File: config.mk
export PLATFORM = sky130hd
export DESIGN_NAME = camera_metering_top
export DESIGN_NICKNAME = d
export VERILOG_FILES = /design/src/design/metering_pkg.sv /design/src/design/window_metering.sv /design/src/design/peak_detector.sv /design/src/design/stats_arbiter.sv /design/src/design/stats_registers.sv /design/src/design/camera_metering_top.sv
export SDC_FILE = /design/constraint.sdc
export NUM_CORES = 1
export LEC_CHECK = 0
export BUFFER_PORTS_ARGS = -buffer_cell sky130_fd_sc_hd__clkbuf_2
export CAP_MARGIN = 20
export CORE_ASPECT_RATIO = 0.6
export CORE_UTILIZATION = 40
export CTS_BUF_LIST = sky130_fd_sc_hd__clkbuf_16
export DETAILED_ROUTE_END_ITERATION = 10
export SETUP_SLACK_MARGIN = 0.02
export SYNTH_ARGS = -nofsm -noshare
export SYNTH_HDL_FRONTEND = slang
export SYNTH_HIERARCHICAL = 1
export SYNTH_SLANG_ARGS = --single-unit
File: constraint.sdc
create_clock -name clock_in -period 4.85 [get_ports clock_in]
set_clock_uncertainty 0.2 [all_clocks]
set_input_delay 0.97 -clock clock_in [delete_from_list [all_inputs] [get_ports clock_in]]
set_output_delay 0.97 -clock clock_in [all_outputs]
set_load 0.02 [all_outputs]
File: src/design/metering_pkg.sv
/*
 * Camera metering package
 * Image geometry, data widths, the statistics register map and the
 * client names used by the write arbiter of the metering subsystem.
 */
package metering_pkg;

    // Square sensor image, pixels per line and lines per frame
    localparam int FRAME_SIZE = 720;

    // Sample and statistics widths
    localparam int PIXEL_BITS = 10;
    localparam int STAT_BITS = 8;

    // Position counters cover one line or one frame
    localparam int COUNTER_BITS = 12;

    // Number of statistics registers
    localparam int STAT_COUNT = 6;

    // Statistics register map
    typedef enum logic [2:0] {
        METER_RED = 3'd0,
        METER_GREEN = 3'd1,
        METER_BLUE = 3'd2,
        PEAK_RED = 3'd3,
        PEAK_GREEN = 3'd4,
        PEAK_BLUE = 3'd5
    } stat_addr_t;

    // Arbiter clients, listed in priority order
    typedef enum logic {
        CLIENT_METER = 1'b0,
        CLIENT_PEAK = 1'b1
    } client_t;

endpackage

File: src/design/window_metering.sv
/*
 * Centre-window metering engine
 * Sums each colour channel over a SIZE by SIZE window centred in the
 * frame. At the end of a frame the top byte of each sum is posted to
 * the statistics arbiter, one channel per granted cycle.
 */
`timescale 1ns/1ps

module window_metering
    import metering_pkg::*;
#(
    parameter int SIZE = 512
) (
    input  logic                  clock_in,
    input  logic                  rst,
    input  logic [PIXEL_BITS-1:0] red_in,
    input  logic [PIXEL_BITS-1:0] green_in,
    input  logic [PIXEL_BITS-1:0] blue_in,
    input  logic                  line_valid,
    input  logic                  frame_valid,
    input  logic                  meter_grant,
    output logic                  meter_request,
    output stat_addr_t            meter_address,
    output logic [STAT_BITS-1:0]  meter_data
);

    localparam int WINDOW_START = (FRAME_SIZE / 2) - (SIZE / 2);
    localparam int WINDOW_END = (FRAME_SIZE / 2) + (SIZE / 2);

    // Wide enough for SIZE squared full-scale samples
    localparam int SUM_BITS = $clog2(SIZE * SIZE) + PIXEL_BITS;

    logic [COUNTER_BITS-1:0] x_count;
    logic [COUNTER_BITS-1:0] y_count;
    logic                    previous_line_valid;
    logic                    previous_frame_valid;
    logic [SUM_BITS-1:0]     red_sum;
    logic [SUM_BITS-1:0]     green_sum;
    logic [SUM_BITS-1:0]     blue_sum;
    logic [STAT_BITS-1:0]    red_result;
    logic [STAT_BITS-1:0]    green_result;
    logic [STAT_BITS-1:0]    blue_result;
    logic                    frame_end;
    logic                    in_window;
    logic                    word_done;

    assign frame_end = previous_frame_valid && !frame_valid;
    assign word_done = meter_request && meter_grant;

    assign in_window = line_valid &&
                       x_count >= WINDOW_START && x_count < WINDOW_END &&
                       y_count >= WINDOW_START && y_count < WINDOW_END;

    always_ff @(posedge clock_in) begin
        if (rst) begin
            previous_frame_valid <= 1'b0;
        end else begin
            previous_frame_valid <= frame_valid;
        end
    end

    // Position tracking and window sums, cleared during blanking
    always_ff @(posedge clock_in) begin
        if (rst || !frame_valid) begin
            x_count <= '0;
            y_count <= '0;
            previous_line_valid <= 1'b0;
            red_sum <= '0;
            green_sum <= '0;
            blue_sum <= '0;
        end else begin
            previous_line_valid <= line_valid;
            if (line_valid) begin
                x_count <= x_count + 1'b1;
            end else begin
                x_count <= '0;
                // Next line starts after line_valid falls
                if (previous_line_valid) begin
                    y_count <= y_count + 1'b1;
                end
            end
            if (in_window) begin
                red_sum <= red_sum + red_in;
                green_sum <= green_sum + green_in;
                blue_sum <= blue_sum + blue_in;
            end
        end
    end

    // Top byte of each sum is the window average scaled to 8 bits
    always_ff @(posedge clock_in) begin
        if (frame_end) begin
            red_result <= red_sum[SUM_BITS-1 -: STAT_BITS];
            green_result <= green_sum[SUM_BITS-1 -: STAT_BITS];
            blue_result <= blue_sum[SUM_BITS-1 -: STAT_BITS];
        end
    end

    // Post red, green, then blue while granted
    always_ff @(posedge clock_in) begin
        if (rst) begin
            meter_request <= 1'b0;
            meter_address <= METER_RED;
        end else if (frame_end) begin
            meter_request <= 1'b1;
            meter_address <= METER_RED;
        end else if (word_done) begin
            case (meter_address)
                METER_RED:   meter_address <= METER_GREEN;
                METER_GREEN: meter_address <= METER_BLUE;
                default: begin
                    meter_request <= 1'b0;
                    meter_address <= METER_RED;
                end
            endcase
        end
    end

    always_comb begin
        case (meter_address)
            METER_GREEN: meter_data = green_result;
            METER_BLUE:  meter_data = blue_result;
            default:     meter_data = red_result;
        endcase
    end

    // A word is only ever withdrawn once the arbiter has taken it
    request_held: assert property (@(posedge clock_in) disable iff (rst)
        meter_request && !meter_grant |=> meter_request)
        else $error("meter request dropped without a grant");

    // All three words must be out before the next frame starts
    blanking_long_enough: assert property (@(posedge clock_in) disable iff (rst)
        $rose(frame_valid) |-> !meter_request)
        else $error("new frame started while meter words were pending");

endmodule

File: src/design/peak_detector.sv
/*
 * Peak detector
 * Tracks the largest sample of each colour channel over the whole frame
 * and posts the top byte of each maximum to the statistics arbiter.
 */
`timescale 1ns/1ps

module peak_detector
    import metering_pkg::*;
(
    input  logic                  clock_in,
    input  logic                  rst,
    input  logic [PIXEL_BITS-1:0] red_in,
    input  logic [PIXEL_BITS-1:0] green_in,
    input  logic [PIXEL_BITS-1:0] blue_in,
    input  logic                  line_valid,
    input  logic                  frame_valid,
    input  logic                  peak_grant,
    output logic                  peak_request,
    output stat_addr_t            peak_address,
    output logic [STAT_BITS-1:0]  peak_data
);

    logic [PIXEL_BITS-1:0] red_peak;
    logic [PIXEL_BITS-1:0] green_peak;
    logic [PIXEL_BITS-1:0] blue_peak;
    logic [STAT_BITS-1:0]  red_result;
    logic [STAT_BITS-1:0]  green_result;
    logic [STAT_BITS-1:0]  blue_result;
    logic                  previous_frame_valid;
    logic                  frame_end;
    logic                  word_done;

    assign frame_end = previous_frame_valid && !frame_valid;
    assign word_done = peak_request && peak_grant;

    always_ff @(posedge clock_in) begin
        if (rst) begin
            previous_frame_valid <= 1'b0;
        end else begin
            previous_frame_valid <= frame_valid;
        end
    end

    // Running maxima, restarted in every blanking period
    always_ff @(posedge clock_in) begin
        if (rst || !frame_valid) begin
            red_peak <= '0;
            green_peak <= '0;
            blue_peak <= '0;
        end else if (line_valid) begin
            if (red_in > red_peak) red_peak <= red_in;
            if (green_in > green_peak) green_peak <= green_in;
            if (blue_in > blue_peak) blue_peak <= blue_in;
        end
    end

    always_ff @(posedge clock_in) begin
        if (frame_end) begin
            red_result <= red_peak[PIXEL_BITS-1 -: STAT_BITS];
            green_result <= green_peak[PIXEL_BITS-1 -: STAT_BITS];
            blue_result <= blue_peak[PIXEL_BITS-1 -: STAT_BITS];
        end
    end

    // Holds the first word until the meter has finished
    always_ff @(posedge clock_in) begin
        if (rst) begin
            peak_request <= 1'b0;
            peak_address <= PEAK_RED;
        end else if (frame_end) begin
            peak_request <= 1'b1;
            peak_address <= PEAK_RED;
        end else if (word_done) begin
            case (peak_address)
                PEAK_RED:   peak_address <= PEAK_GREEN;
                PEAK_GREEN: peak_address <= PEAK_BLUE;
                default: begin
                    peak_request <= 1'b0;
                    peak_address <= PEAK_RED;
                end
            endcase
        end
    end

    always_comb begin
        case (peak_address)
            PEAK_GREEN: peak_data = green_result;
            PEAK_BLUE:  peak_data = blue_result;
            default:    peak_data = red_result;
        endcase
    end

    request_held: assert property (@(posedge clock_in) disable iff (rst)
        peak_request && !peak_grant |=> peak_request)
        else $error("peak request dropped without a grant");

    blanking_long_enough: assert property (@(posedge clock_in) disable iff (rst)
        $rose(frame_valid) |-> !peak_request)
        else $error("new frame started while peak words were pending");

endmodule

File: src/design/stats_arbiter.sv
/*
 * Statistics write arbiter
 * Fixed-priority choice between the metering engine and the peak
 * detector for the single write port of the statistics registers.
 * The metering engine always wins when it requests.
 */
`timescale 1ns/1ps

module stats_arbiter
    import metering_pkg::*;
(
    input  logic                 clock_in,
    input  logic                 rst,
    input  logic                 meter_request,
    input  stat_addr_t           meter_address,
    input  logic [STAT_BITS-1:0] meter_data,
    input  logic                 peak_request,
    input  stat_addr_t           peak_address,
    input  logic [STAT_BITS-1:0] peak_data,
    output logic                 meter_grant,
    output logic                 peak_grant,
    output logic                 write_enable,
    output stat_addr_t           write_address,
    output logic [STAT_BITS-1:0] write_data
);

    client_t winner;

    // Meter has priority, so peak only wins on an idle meter
    assign winner = meter_request ? CLIENT_METER : CLIENT_PEAK;

    assign meter_grant = meter_request && (winner == CLIENT_METER);
    assign peak_grant = peak_request && (winner == CLIENT_PEAK);

    assign write_enable = meter_grant || peak_grant;

    always_comb begin
        if (winner == CLIENT_METER) begin
            write_address = meter_address;
            write_data = meter_data;
        end else begin
            write_address = peak_address;
            write_data = peak_data;
        end
    end

    one_grant: assert property (@(posedge clock_in) disable iff (rst)
        !(meter_grant && peak_grant))
        else $error("both engines granted in one cycle");

    grant_needs_request: assert property (@(posedge clock_in) disable iff (rst)
        (meter_grant |-> meter_request) and (peak_grant |-> peak_request))
        else $error("grant issued without a request");

endmodule

File: src/design/stats_registers.sv
/*
 * Statistics register file
 * Six bytes written through one port and read by the host by address.
 * Pulses stats_ready once every sixth write, when a full set is stored.
 */
`timescale 1ns/1ps

module stats_registers
    import metering_pkg::*;
(
    input  logic                 clock_in,
    input  logic                 rst,
    input  logic                 write_enable,
    input  stat_addr_t           write_address,
    input  logic [STAT_BITS-1:0] write_data,
    input  stat_addr_t           read_address,
    output logic [STAT_BITS-1:0] read_data,
    output logic                 stats_ready
);

    logic [STAT_BITS-1:0]          registers [STAT_COUNT];
    logic [$clog2(STAT_COUNT)-1:0] write_count;

    always_ff @(posedge clock_in) begin
        if (rst) begin
            for (int i = 0; i < STAT_COUNT; i++) begin
                registers[i] <= '0;
            end
        end else if (write_enable) begin
            registers[write_address] <= write_data;
        end
    end

    // Counts writes since the last pulse
    always_ff @(posedge clock_in) begin
        if (rst) begin
            write_count <= '0;
            stats_ready <= 1'b0;
        end else begin
            stats_ready <= 1'b0;
            if (write_enable) begin
                if (write_count == STAT_COUNT - 1) begin
                    write_count <= '0;
                    stats_ready <= 1'b1;
                end else begin
                    write_count <= write_count + 1'b1;
                end
            end
        end
    end

    // Unmapped addresses read as zero
    assign read_data = (read_address < STAT_COUNT) ? registers[read_address] : '0;

    address_in_range: assert property (@(posedge clock_in) disable iff (rst)
        write_enable |-> write_address < STAT_COUNT)
        else $error("write to unmapped statistics address");

endmodule

File: src/design/camera_metering_top.sv
/*
 * Camera metering subsystem
 * Window metering and peak detection on the incoming pixel stream,
 * sharing one statistics register file through a priority arbiter.
 */
`timescale 1ns/1ps

module camera_metering_top
    import metering_pkg::*;
#(
    parameter int SIZE = 512
) (
    input  logic                  clock_in,
    input  logic                  rst,
    input  logic [PIXEL_BITS-1:0] red_in,
    input  logic [PIXEL_BITS-1:0] green_in,
    input  logic [PIXEL_BITS-1:0] blue_in,
    input  logic                  line_valid,
    input  logic                  frame_valid,
    input  stat_addr_t            read_address,
    output logic [STAT_BITS-1:0]  read_data,
    output logic                  stats_ready
);

    logic                 meter_request;
    logic                 meter_grant;
    stat_addr_t           meter_address;
    logic [STAT_BITS-1:0] meter_data;
    logic                 peak_request;
    logic                 peak_grant;
    stat_addr_t           peak_address;
    logic [STAT_BITS-1:0] peak_data;
    logic                 write_enable;
    stat_addr_t           write_address;
    logic [STAT_BITS-1:0] write_data;

    window_metering #(
        .SIZE(SIZE)
    ) window_metering_inst (
        .clock_in(clock_in),
        .rst(rst),
        .red_in(red_in),
        .green_in(green_in),
        .blue_in(blue_in),
        .line_valid(line_valid),
        .frame_valid(frame_valid),
        .meter_grant(meter_grant),
        .meter_request(meter_request),
        .meter_address(meter_address),
        .meter_data(meter_data)
    );

    peak_detector peak_detector_inst (
        .clock_in(clock_in),
        .rst(rst),
        .red_in(red_in),
        .green_in(green_in),
        .blue_in(blue_in),
        .line_valid(line_valid),
        .frame_valid(frame_valid),
        .peak_grant(peak_grant),
        .peak_request(peak_request),
        .peak_address(peak_address),
        .peak_data(peak_data)
    );

    stats_arbiter stats_arbiter_inst (
        .clock_in(clock_in),
        .rst(rst),
        .meter_request(meter_request),
        .meter_address(meter_address),
        .meter_data(meter_data),
        .peak_request(peak_request),
        .peak_address(peak_address),
        .peak_data(peak_data),
        .meter_grant(meter_grant),
        .peak_grant(peak_grant),
        .write_enable(write_enable),
        .write_address(write_address),
        .write_data(write_data)
    );

    stats_registers stats_registers_inst (
        .clock_in(clock_in),
        .rst(rst),
        .write_enable(write_enable),
        .write_address(write_address),
        .write_data(write_data),
        .read_address(read_address),
        .read_data(read_data),
        .stats_ready(stats_ready)
    );

endmodule

# Word level (Yosys, flattened, before mapping)
# Memory sizes are Yosys's and may differ from the RTL's.
# Index checks and enable logic that the tools add are counted.
[classes]
reduce_logical = 23
n_mux = 24
n_addsub = 6
bitwise = 2
n_lt_le_gt_ge = 8
eq_ne = 7
[op_table]
columns = ["cell", "count"]
rows = [
  ["adder 28 x 10 -> 28 bit", 3],
  ["one-hot mux 8 bit (2 select lines)", 2],
  ["> comparator 10 bit", 3],
  ["adder 12 x 1 -> 12 bit, second input constant", 2],
  ["greater-or-equal comparator 12 x 7 -> 1 bit, second input constant", 2],
  ["less-than comparator 12 x 10 -> 1 bit, second input constant", 2],
  ["2-to-1 mux 8 bit", 3],
  ["2-to-1 mux 1 bit", 14],
  ["AND reduction 2 bit", 5],
  ["OR reduction 2 bit", 5],
  ["equality test 3 bit, second input constant", 3],
  ["2-to-1 mux 3 bit", 3],
  ["OR reduction 8 bit", 1],
  ["logical AND 1 bit", 7],
  ["equality test 3 x 2 -> 1 bit, second input constant", 2],
  ["one-hot mux 3 bit (2 select lines)", 1],
  ["one-hot mux 2 bit (2 select lines)", 1],
  ["adder 3 x 1 -> 3 bit, second input constant", 1],
  ["equality test 3 x 1 -> 1 bit, second input constant", 1],
  ["zero test 3 bit", 1],
  ["less-than comparator 3 bit, second input constant", 1],
  ["logical OR 1 bit", 2],
  ["inequality test 2 x 1 -> 1 bit, second input constant", 1],
  ["NOT 1 bit", 2],
  ["2 further kinds", 2],
]
[totals]
ff_bits = 200
ramBits = 48
n_memories = 1
[mem_list]
columns = ["name", "words", "width", "rd", "rd_clocked_by_memory_dff", "wr", "line", "text"]
rows = [
  ["stats_registers_inst.registers", 6, 8, 1, 0, 6, "stats_registers.sv:21", "logic [STAT_BITS-1:0] registers [STAT_COUNT];"],
]

# Longest topological paths before layout
# Gate-level depths: netlist of run 1.
[depth]
depth_word = 8
ltp_mapped = 9

# Cells and area by module
# The synthesis of run 1 kept the hierarchy.
[modules_own_cells]
columns = ["mod", "seq_area_each_um2", "instances", "cells_per_inst", "area_each_um2"]
rows = [
  ["window_metering", 2982.9, 1, 781, 7030.5],
  ["peak_detector", 1421.4, 1, 319, 3174.3],
  ["stats_registers", 1521.5, 1, 185, 2342.2],
  ["stats_arbiter", 0.0, 1, 15, 187.7],
]

# Worst setup path after synthesis of run 1
# Ideal clock, no wire load.
[synth_timing]
path_type = "input to register"
from = "input port green_in[0]"
to = "register window_metering_inst.green_sum[26]"
path_buffers = 0
stages = 8
required_time_ps = 4522
arrival_ps = 3088
slack_ps = 1434
path_cell_list = "ha_1 > fa_1 > a211oi_1 > o21ai_0 > a2111oi_2 > nor4b_1 > xnor2_1 > nor2_1"
[synth_between]
elab_chain_cells = 1
[synth_rtl]
columns = ["item", "line", "text"]
rows = [
  ["from (decl)", "camera_metering_top.sv:16", "input logic [PIXEL_BITS-1:0] green_in,"],
  ["adder 28 x 10 -> 28 bit", "window_metering.sv:84", "green_sum <= green_sum + green_in;"],
  ["to (signal assigned)", "window_metering.sv:84", ""],
  ["to (decl)", "window_metering.sv:38", "logic [SUM_BITS-1:0] green_sum;"],
]
# No other way between the ends.
# A chain may end at the register's enable or synchronous reset.

# Worst setup path after layout of run 1
[layout_timing]
from = "input port read_address[1]"
to = "output port read_data[6]"
[layout_between]
elab_chain_cells = 2
elab_cells_between_ends = 3
classes_between = "order compare (1); mux (1); memory (1)"
[layout_rtl]
columns = ["item", "line", "text"]
rows = [
  ["from (decl)", "camera_metering_top.sv:20", "input stat_addr_t read_address,"],
  ["memory (6 x 8 bit) / less-than comparator 3 bit (equally long branches)", "n/a", ""],
  ["2-to-1 mux 8 bit *", "stats_registers.sv:53", "assign read_data = (read_address < STAT_COUNT) ? registers[read_address] : '0;"],
  ["to (decl)", "camera_metering_top.sv:21", "output logic [STAT_BITS-1:0] read_data,"],
]
# Every way passes the cells marked *; elsewhere a longest branch is shown, timed or not.

==> qor.csv, run 1 <==
stage,metric,value,unit
sta,relSlewSlack,0.314,
sta,finalSetupTns,0,ns
status,status,finished clean,
placed_design,io_buffers,45,
logic_synthesis,ys_types,74,
worst_setup_path,end_kind,primary output,
worst_setup_path,critPathRequiredTime,3.68,ns
logic_synthesis,synth_nets,1407,
global_route,grt_overflow,0,
final_layout,final_cell_mix,"dfxtp_1, nor2_1, nand2_1",
clock_tree,post_cts_buffers,0,
final_layout,fin_nets,1437,
pwr,power_density,316,nW/µm²
drt,drt_iter0_markers,601,
sta,fin_crit,3.51,ns
logic_synthesis,netlist_instances,1300,
clock_tree,cts_hold_buf,0,
global_route,grt_usage,0.190,
pwr,ir_drop,0.240,mV
drt,wl,30500,µm
logic_synthesis,synth_ff_type,dfxtp_1,
worst_setup_path,crit_fanout,17,
final_layout,syn_to_final_growth,11.0,%
logic_synthesis,synth_seq_cells,248,
min_path,min_to,window_metering_inst/red_result[4]$_DFFE_PP_,
logic_synthesis,yosys.area.top_type,dfxtp_1,
worst_setup_path,startpoint,read_address[1],
logic_synthesis,yosysSeqAreaShare,0.465,
clock_tree,cts_resized,0,
drt,via_per_inst,5.44,
clock_tree,clk_latency,0.54,ns
logic_synthesis,synth.cell_area,12700,µm²
logic_synthesis,synth_area_leaders,"dfxtp_1, edfxtp_1, ha_1",
logic_synthesis,synth_edf_count,96,
floorplan,rows,50,
sta,worst_slew_pin_slew,1.03,ns
sta,fmax,0.285,GHz
min_path,hold_path_depth,0,
sta,fin_crit_sh,0.723,
final_layout,seqCellArea,5930,µm²
global_route,grt_pass1_wl,49000,µm
worst_setup_path,worstSetupStartpointType,input port,
sta,holdWs,0.253,ns
clock_tree,clock-sinks,248,
clock_tree,cts_tree,yes,
clock_tree,cts_root_buffer,clkbuf_16,
worst_setup_path,r2r_cells,8,
drt,drtPass1Iterations,5,
global_route,grt_max_degree,87,
worst_setup_path,crit-reg2reg-launch,window_metering_inst/blue_sum[0]$_SDFFE_PP0P_,
job,max-cap-violations,0,
worst_setup_path,critical_path_class,input port to primary output,
sta,setup_viol,0,
floorplan,die_x,232,µm
drt,vias,9594,
logic_synthesis,async_flop_share,0,
worst_setup_path,cp.arrival,2.34,ns
clock_tree,clk_pin_slew_worst_paths,0.07,ns
global_route,grt_pass1_vias,8929,
worst_setup_path,timing.rr.end,window_metering_inst/blue_sum[24]$_SDFFE_PP0P_,
final_layout,drive_gt1_frac,0.106,
pwr,p_leak,5.29,nW
clock_tree,htree_levels,1,
drt,drc_errors,0,
final_layout,multiInputGateArea,6350,µm²
min_path,min_path_type,flop to flop,
min_path,min_from,window_metering_inst/red_sum[24]$_SDFFE_PP0P_,
clock_tree,cts_buffer_depth,3,
final_layout,final_common_cell,dfxtp_1,
placed_design,hpwl,21600,µm
logic_synthesis,yosysTopAreaCellShare,0.239,
floorplan,core-area,31200,µm²
sta,rsz0062_at_grt,false,
drt,ant_nets,0,
floorplan,ios,46,
sta,hold_viol_final,0,
worst_setup_path,r2r_slack,1.84,ns
floorplan,start_util,0.408,
logic_synthesis,syn_area_per_cell,9.80,µm²
global_route,antenna_found_initial,1,
final_layout,nFillCells,2944,
floorplan,die_h,140,µm
logic_synthesis,yosysWarnings,6,
placed_design,gp_congestion,0.889,
sta,drv_slew,0,
floorplan,dieArea,32600,µm²
clock_tree,cts_buffers,25,
drt,post_drt_wl_per_cell,17.3,µm
synth_stat cells, types with 9 or more instances:
cell and count:
a211oi_1 12, a21boi_1 30, a21o_1 13, a21oi_1 69
and2_1 18, and3_1 19, and4_1 13, buf_2 14
clkbuf_1 27, dfxtp_1 152, edfxtp_1 96, ha_1 67
inv_1 53, mux2i_1 35, nand2_1 97, nand2b_1 12
nand3_1 68, nand4_1 19, nor2_1 138, nor3_1 12
nor4_1 18, o211ai_1 11, o21ai_0 71, o21ai_1 9
or3_1 14, xnor2_1 40, xor2_1 37
cells by family after synthesis:
| logic type | synth area share |
|---|---|
| simple gates | 0.174 |
| compound gates | 0.159 |
| flops | 0.465 |
| buf+inv | 0.0377 |
| xor+xnor | 0.0530 |
| fa+ha+maj | 0.0705 |
| mux | 0.0396 |
| other cells | 0.000294 |
worst max-delay path: stages:
cell,delay [ns]
clkbuf_2,0.45
nand2b_1,0.43
o32a_1,0.23
o21ai_1,0.07
clkbuf_2,0.17
power breakdown:
part / total, W / leakage [nW] / switching, W / internal, W
clock: 0.00193 / 0.405 / 0.000833 / 0.00110
combinational: 0.000324 / 2.69 / 0.000211 / 0.000113
sequential: 0.00221 / 2.20 / 0.0000171 / 0.00220
total: 0.00447 / 5.29 / 0.00106 / 0.00341
through the flow:
| step | std cells | worst slack, ns | power [W] | cell area [µm²] | util |
|---|---|---|---|---|---|
| after detailed placement | 1719 | 1.07 | 0.00258 | 13300 | 0.427 |
| after global placement | 1719 | 1.13 | 0.00257 | 13300 | 0.427 |
| after floorplan | 1300 | 1.43 | 0.00248 | 12700 | - |
| final | 1765 | 1.34 | 0.00447 | 14100 | 0.453 |
| after global routing | 1765 | 1.28 | 0.00464 | 14100 | 0.453 |
| after CTS | 1764 | 1.35 | 0.00452 | 14100 | 0.453 |
sequential cells by signal, indices dropped and copies added, names as in the netlist, 10 cells and up:
name / cells
peak_detector_inst/blue_peak: 10
window_metering_inst/green_sum: 28
window_metering_inst/x_count: 12
window_metering_inst/red_sum: 28
stats_registers_inst/registers: 48
window_metering_inst/blue_sum: 28
window_metering_inst/y_count: 12
peak_detector_inst/green_peak: 10
peak_detector_inst/red_peak: 10
cell type report:
type,instances,area share
sequential,248,0.419
multi-input combinational,938,0.449
timing repair buffer,56,0.0218
antenna,1,0.000177
tap,416,0.0368
inverter,61,0.0162
clock inverter,20,0.0121
clock buffer,25,0.0443
worst max-delay path by stage:
stage,to,slack (ns),cells after the start
6_report,read_data[6],1.34,5
5_1_grt,read_data[6],1.28,5
4_1_cts,read_data[6],1.35,5
3_5_place_dp,window_metering_inst/red_sum[26]$_SDFFE_PP0P_,1.07,9
3_3_place_gp,window_metering_inst/red_sum[26]$_SDFFE_PP0P_,1.13,9
2_1_floorplan,window_metering_inst/green_sum[26]$_SDFFE_PP0P_,1.43,8
routing by layer:
layer,up-vias,global-route usage,share of wire
li1,4759,-,-
met1,4543,0.301,0.52
met2,255,0.265,0.40
met3,37,0.0309,0.059
met4,0,0.0412,0.017
met5,-,0,0
Power figures use the tool's default switching activity.
==> inputs of run 2 (changes only) <==
==> constraint.sdc (replaced) <==
create_clock -name clock_in -period 3.2 [get_ports clock_in]
set_clock_uncertainty 0.2 [all_clocks]
set_input_delay 0.64 -clock clock_in [delete_from_list [all_inputs] [get_ports clock_in]]
set_output_delay 0.64 -clock clock_in [all_outputs]
set_load 0.02 [all_outputs]
==> run 2 against run 1 <==
Compared with the run above: non-clock buffer count increased by 29; clock power increased by 52%; via count increased by 0.76%; wire length increased by 2.1%; design area increased by 2.0%; critical path depth increased by 5; utilization increased by 0.89 points; combinational power increased by 56%; largest power group unchanged; global-route usage increased by 0.30 points; sequential share of layout area decreased by 0.81 points; sequential power increased by 52%; die area unchanged.
==> qor.csv, run 2 (synthesis gave the netlist of run 1 again) <==
stage,metric,value,unit
status,status,finished clean,
global_route,antenna_found_initial,1,
sta,rsz0062_at_grt,false,
worst_setup_path,r2r_cells,10,
final_layout,largest_reg_flops,48,
sta,finalSetupTns,0,ns
worst_setup_path,cp.arrival,3.08,ns
drt,ant_nets,0,
sta,hold_viol_final,0,
drt,vias,9667,
global_route,grt_pass1_vias,9263,
global_route,grt_pass1_wl,50300,µm
floorplan,dieArea,32600,µm²
min_path,min_path_type,input port to flop,
clock_tree,cts_tree,yes,
final_layout,post-route-util,0.462,
clock_tree,post_cts_buffers,0,
worst_setup_path,crit-reg2reg-launch,window_metering_inst/red_sum[0]$_SDFFE_PP0P_,
sta,worst_slew_pin_slew,0.785,ns
floorplan,rows,50,
worst_setup_path,worstSetupStartpointType,flop,
sta,fin_crit_sh,0.876,
worst_setup_path,timing.rr.end,window_metering_inst/red_sum[26]$_SDFFE_PP0P_,
sta,fin_ws,0.398,ns
clock_tree,cts_buffer_depth,3,
floorplan,core-area,31200,µm²
clock_tree,cts_hold_buf,0,
drt,wl,31100,µm
job,max-cap-violations,0,
drt,via_per_inst,5.38,
pwr,power,0.00681,W
final_layout,regMostFlops,stats_registers_inst/registers,
final_layout,fin_nets,1467,
clock_tree,clk_pin_slew_worst_paths,0.06,ns
clock_tree,clock-sinks,248,
drt,drtPass1Iterations,5,
global_route,grt_max_degree,87,
pwr,p_leak,5.46,nW
sta,holdWs,0.174,ns
sta,fmax,0.357,GHz
final_layout,final_common_cell,dfxtp_1,
worst_setup_path,crit_slowest_cell,fa_1,
floorplan,ios,46,
sta,fin_crit,2.80,ns
final_layout,syn_to_final_growth,13.2,%
clock_tree,cts_resized,0,
clock_tree,cts_buffers,26,
global_route,grt_overflow,0,
pwr,ir_drop,0.404,mV
worst_setup_path,crit_top_cell,buf_4,
worst_setup_path,r2r_slack,0.40,ns
floorplan,start_util,0.408,
worst_setup_path,crit_fanout,5,
worst_setup_path,slowest_delay,0.41,ns
sta,setup_viol,0,
final_layout,seqCellArea,5930,µm²
drt,drc_errors,0,
worst_setup_path,critPathRequiredTime,3.48,ns
final_layout,multiInputGateArea,6350,µm²
final_layout,drive_gt1_frac,0.124,
worst_setup_path,cp_top_family,compound AO/OA/AOI/OAI gates,
final_layout,final_cell_mix,"dfxtp_1, nor2_1, nand2_1",
worst_setup_path,cp.depth,10,
clock_tree,cts_root_buffer,clkbuf_16,
sta,relSlewSlack,0.477,
clock_tree,clk_latency,0.54,ns
pwr,power_density,472,nW/µm²
final_layout,nFillCells,2973,
placed_design,gp_congestion,0.919,
clock_tree,htree_levels,1,
placed_design,io_buffers,45,
floorplan,die_x,232,µm
worst_setup_path,crit_end,window_metering_inst/red_sum[26]$_SDFFE_PP0P_,
worst_setup_path,startpoint,window_metering_inst/red_sum[0]$_SDFFE_PP0P_,
worst_setup_path,worst-path-buf-inv,2,
floorplan,die_h,140,µm
drt,post_drt_wl_per_cell,17.3,µm
sta,drv_slew,0,
worst_setup_path,crit_chain,ha_1 > fa_1 > a21o_1 > a221o_1 > a211oi_1 > buf_4 > nor4_1 > buf_4 > a21oi_1 > o21a_1,
worst_setup_path,end_kind,flop,
global_route,grt_usage,0.193,
worst_setup_path,critical_path_class,flop to flop,
placed_design,pre_cts_slack,-0.0249,ns
drt,drt_iter0_markers,732,
placed_design,hpwl,22400,µm
-- run 2: changes by cell type in the layout (fill, tap and decap cells not counted), sizes merged --
cell	previous run	this run
bufinv	3	2
clkinvlp	1	0
clkbuf	70	72
inv	65	66
clkinv	12	14
buf	11	40
-- run 2: stage by stage --
stage,area [µm²],cells
after CTS,14400,1796
after global placement,13600,1748
after floorplan,12700,1300
final,14400,1797
after detailed placement,13600,1748
after global routing,14400,1797
-- run 2: final cells by class --
cell class	count	area share
multi-input cells	938	0.441
flip-flops and latches	248	0.411
clock buffers	27	0.0469
repair buffers	85	0.0391
well taps	416	0.0361
inverters	61	0.0159
clock inverters	21	0.0101
diodes	1	0.000174
-- run 2: worst reg2reg max path, delay by kind of cell (launching register included) --
| kind | cells | cell delay (ns) |
|---|---|---|
| buf+inv | 2 | 0.36 |
| simple gates | 1 | 0.09 |
| flops | 1 | 0.31 |
| compound gates | 5 | 1.17 |
| fa+ha+maj | 2 | 0.62 |
-- run 2: power by group --
part | total [W] | internal (W) | switching (W) | leakage [nW]
clock | 0.00294 | 0.00168 | 0.00126 | 0.429
sequential | 0.00336 | 0.00333 | 0.0000280 | 2.20
combinational | 0.000505 | 0.000183 | 0.000321 | 2.84
-- run 2: how the worst min path moves through the flow --
stage | cells past startpoint | slack [ns] | from | endpoint
after CTS | 3 | 0.15 | green_in[0] | peak_detector_inst/green_peak[0]$_SDFFE_PP0P_
after global routing | 3 | 0.18 | red_in[5] | peak_detector_inst/red_peak[5]$_SDFFE_PP0P_
after floorplan | 0 | 0.22 | window_metering_inst/red_sum[27]$_SDFFE_PP0P_ | window_metering_inst/red_result[7]$_DFFE_PP_
after global placement | 0 | 0.24 | window_metering_inst/red_sum[27]$_SDFFE_PP0P_ | window_metering_inst/red_result[7]$_DFFE_PP_
after detailed placement | 0 | 0.24 | window_metering_inst/red_sum[27]$_SDFFE_PP0P_ | window_metering_inst/red_result[7]$_DFFE_PP_
final | 3 | 0.17 | red_in[4] | peak_detector_inst/red_peak[4]$_SDFFE_PP0P_
-- run 2: metal layers --
layer  GRT usage  vias up  routed length, µm
met5           0        -                  0
met4      0.0422        0                490
met3      0.0413       36               1680
met2       0.278      203              12700
met1       0.293     4591              16200
li1            -     4837                  -
==> inputs of run 3 (changes only) <==
--- a/config.mk
+++ b/config.mk
@@ -11,7 +11,8 @@
 export CORE_UTILIZATION = 40
 export CTS_BUF_LIST = sky130_fd_sc_hd__clkbuf_16
 export DETAILED_ROUTE_END_ITERATION = 10
-export SETUP_SLACK_MARGIN = 0.02
+export PLACE_DENSITY_LB_ADDON = 0.2
+export RECOVER_POWER = 25
 export SYNTH_ARGS = -nofsm -noshare
 export SYNTH_HDL_FRONTEND = slang
 export SYNTH_HIERARCHICAL = 1
==> run 3 against run 2 <==
Compared with the run above: the flow now finishes with violations (capacitance limit, slew limit); die area unchanged; non-clock buffer count up 2; cell count up 0.11%; clock power barely moved.
==> qor.csv, run 3 (synthesis gave the netlist of run 1 again) <==
stage,metric,value,unit
worst_setup_path,critPathRequiredTime,3.46,ns
status,status,finished with violations,
global_route,grt_usage,0.192,
final_layout,regMostFlops,stats_registers_inst/registers,
placed_design,placed_cell_area,13600,µm²
placed_design,dpl.cell_count,1750,
worst_setup_path,crit_chain,ha_1 > fa_1 > a21o_1 > a221o_1 > a211oi_1 > buf_4 > or4_1 > or3_1 > a21oi_1,
worst_setup_path,worstSetupStartpointType,flop,
worst_setup_path,end_kind,flop,
floorplan,ios,46,
sta,rsz0062_at_grt,false,
worst_setup_path,crit-reg2reg-launch,window_metering_inst/red_sum[0]$_SDFFE_PP0P_,
final_layout,fin_nets,1469,
sta,fin_crit,2.77,ns
worst_setup_path,cp.arrival,3.03,ns
clock_tree,clk_latency,0.54,ns
placed_design,hpwl,22600,µm
clock_tree,cts_hold_buf,0,
global_route,grt_pass1_vias,9004,
worst_setup_path,r2r_cells,9,
clock_tree,cts_root_buffer,clkbuf_16,
global_route,grt_max_degree,87,
job,max-cap-violations,2,
floorplan,rows,50,
sta,fin_ws,0.431,ns
min_path,hold_path_depth,3,
drt,wl,31200,µm
clock_tree,clk_pin_slew_worst_paths,0.06,ns
global_route,antenna_found_initial,0,
final_layout,layout.cells.non_filler,1799,
clock_tree,cts_tree,yes,
drt,post_drt_wl_per_cell,17.3,µm
clock_tree,clock-sinks,248,
drt,ant_nets,0,
worst_setup_path,critical_path_class,flop to flop,
clock_tree,htree_levels,1,
clock_tree,post_cts_buffers,0,
global_route,grt_pass1_wl,49700,µm
placed_design,gp_congestion,0.906,
floorplan,core-area,31200,µm²
worst_setup_path,crit_slowest_cell,or4_1,
final_layout,drive_gt1_frac,0.122,
pwr,power_density,473,nW/µm²
clock_tree,cts_buffer_depth,3,
sta,worst_slew_pin_slew,1.70,ns
floorplan,die_h,140,µm
final_layout,multiInputGateArea,6350,µm²
clock_tree,cts_buffers,26,
final_layout,seqCellArea,5930,µm²
final_layout,final_area,14400,µm²
drt,via_per_inst,5.36,
worst_setup_path,timing.rr.end,window_metering_inst/red_sum[18]$_SDFFE_PP0P_,
sta,fmax,0.361,GHz
worst_setup_path,crit_fanout,8,
floorplan,die_x,232,µm
pwr,ir_drop,0.288,mV
sta,drv_slew,56,
sta,setup_viol,0,
drt,drtPass1Iterations,5,
final_layout,nFillCells,2990,
final_layout,final_common_cell,dfxtp_1,
sta,hold_viol_final,0,
final_layout,final_cell_mix,"dfxtp_1, nor2_1, nand2_1",
sta,relSlewSlack,-0.133,
drt,drt_iter0_markers,643,
drt,drc_errors,0,
sta,fin_crit_sh,0.865,
floorplan,start_util,0.408,
global_route,grt_overflow,0,
worst_setup_path,r2r_slack,0.43,ns
final_layout,syn_to_final_growth,13.2,%
drt,vias,9645,
placed_design,pre_cts_slack,-0.0323,ns
status,violations,"capacitance limit, slew limit",
min_path,min_path_type,input port to flop,
final_layout,post-route-util,0.462,
min_path,min_to,peak_detector_inst/green_peak[0]$_SDFFE_PP0P_,
worst_setup_path,slowest_delay,0.58,ns
final_layout,largest_reg_flops,48,
placed_design,io_buffers,45,
floorplan,dieArea,32600,µm²
clock_tree,cts_resized,0,
pwr,p_leak,5.46,nW
min_path,min_from,green_in[0],
run 3: cell types whose count changed in the layout (fill, tap and decap cells not counted):
| cell | before | now |
|---|---|---|
| clkinvlp_4 | 0 | 3 |
| clkbuf_1 | 0 | 2 |
| clkinv_1 | 6 | 4 |
| clkinv_2 | 7 | 5 |
| inv_1 | 58 | 60 |
| clkinv_4 | 1 | 0 |
| nor2b_1 | 4 | 5 |
| nor2b_2 | 3 | 2 |
| or2_0 | 0 | 1 |
| or2_2 | 4 | 3 |
run 3: area by class of cell:
| class | count | area share |
|---|---|---|
| tap | 416 | 0.0361 |
| antenna | 1 | 0.000174 |
| sequential | 248 | 0.411 |
| clock buffer | 27 | 0.0469 |
| clock inverter | 21 | 0.0103 |
| timing repair buffer | 87 | 0.0396 |
| multi-input combinational | 938 | 0.440 |
| inverter | 61 | 0.0159 |
run 3: how the worst max path moves through the flow:
stage	startpoint	to	cells past startpoint
finish	window_metering_inst/red_sum[0]$_SDFFE_PP0P_	window_metering_inst/red_sum[18]$_SDFFE_PP0P_	9
global route	window_metering_inst/red_sum[0]$_SDFFE_PP0P_	window_metering_inst/red_sum[20]$_SDFFE_PP0P_	9
CTS	window_metering_inst/red_sum[0]$_SDFFE_PP0P_	window_metering_inst/red_sum[26]$_SDFFE_PP0P_	10
detailed placement	red_in[0]	window_metering_inst/red_sum[26]$_SDFFE_PP0P_	11
global placement	red_in[0]	window_metering_inst/red_sum[26]$_SDFFE_PP0P_	11
floorplan	green_in[0]	window_metering_inst/green_sum[26]$_SDFFE_PP0P_	8
run 3: power by group:
group	switching [W]	internal (W)	leakage [nW]	total [W]
sequential	0.0000269	0.00333	2.20	0.00336
combinational	0.000324	0.000182	2.84	0.000505
clock	0.00127	0.00168	0.425	0.00295
total	0.00162	0.00520	5.46	0.00682
run 3: worst max-delay path, delay by kind of cell (launching register included):
kind	cells	cell delay, ns
buf+inv	1	0.15
fa+ha+maj	2	0.43
flops	1	0.33
compound gates	4	0.65
simple gates	2	0.92
run 3: routing by layer:
layer	vias to the layer above	track usage	wire length, µm
li1	4838	-	-
met1	4607	0.295	16500
met2	165	0.269	12600
met3	35	0.0468	1710
met4	0	0.0398	455
met5	-	0	0
run 3: metrics by stage:
| stage | power (W) | hold WS [ns] | setup TNS, ns |
|---|---|---|---|
| after floorplan | 0.00375 | 0.217 | 0 |
| after global placement | 0.00392 | 0.236 | 0 |
| after detailed placement | 0.00393 | 0.240 | -0.0741 |
| after CTS | 0.00689 | 0.147 | 0 |
| after global routing | 0.00707 | 0.170 | 0 |
| final | 0.00682 | 0.166 | 0 |
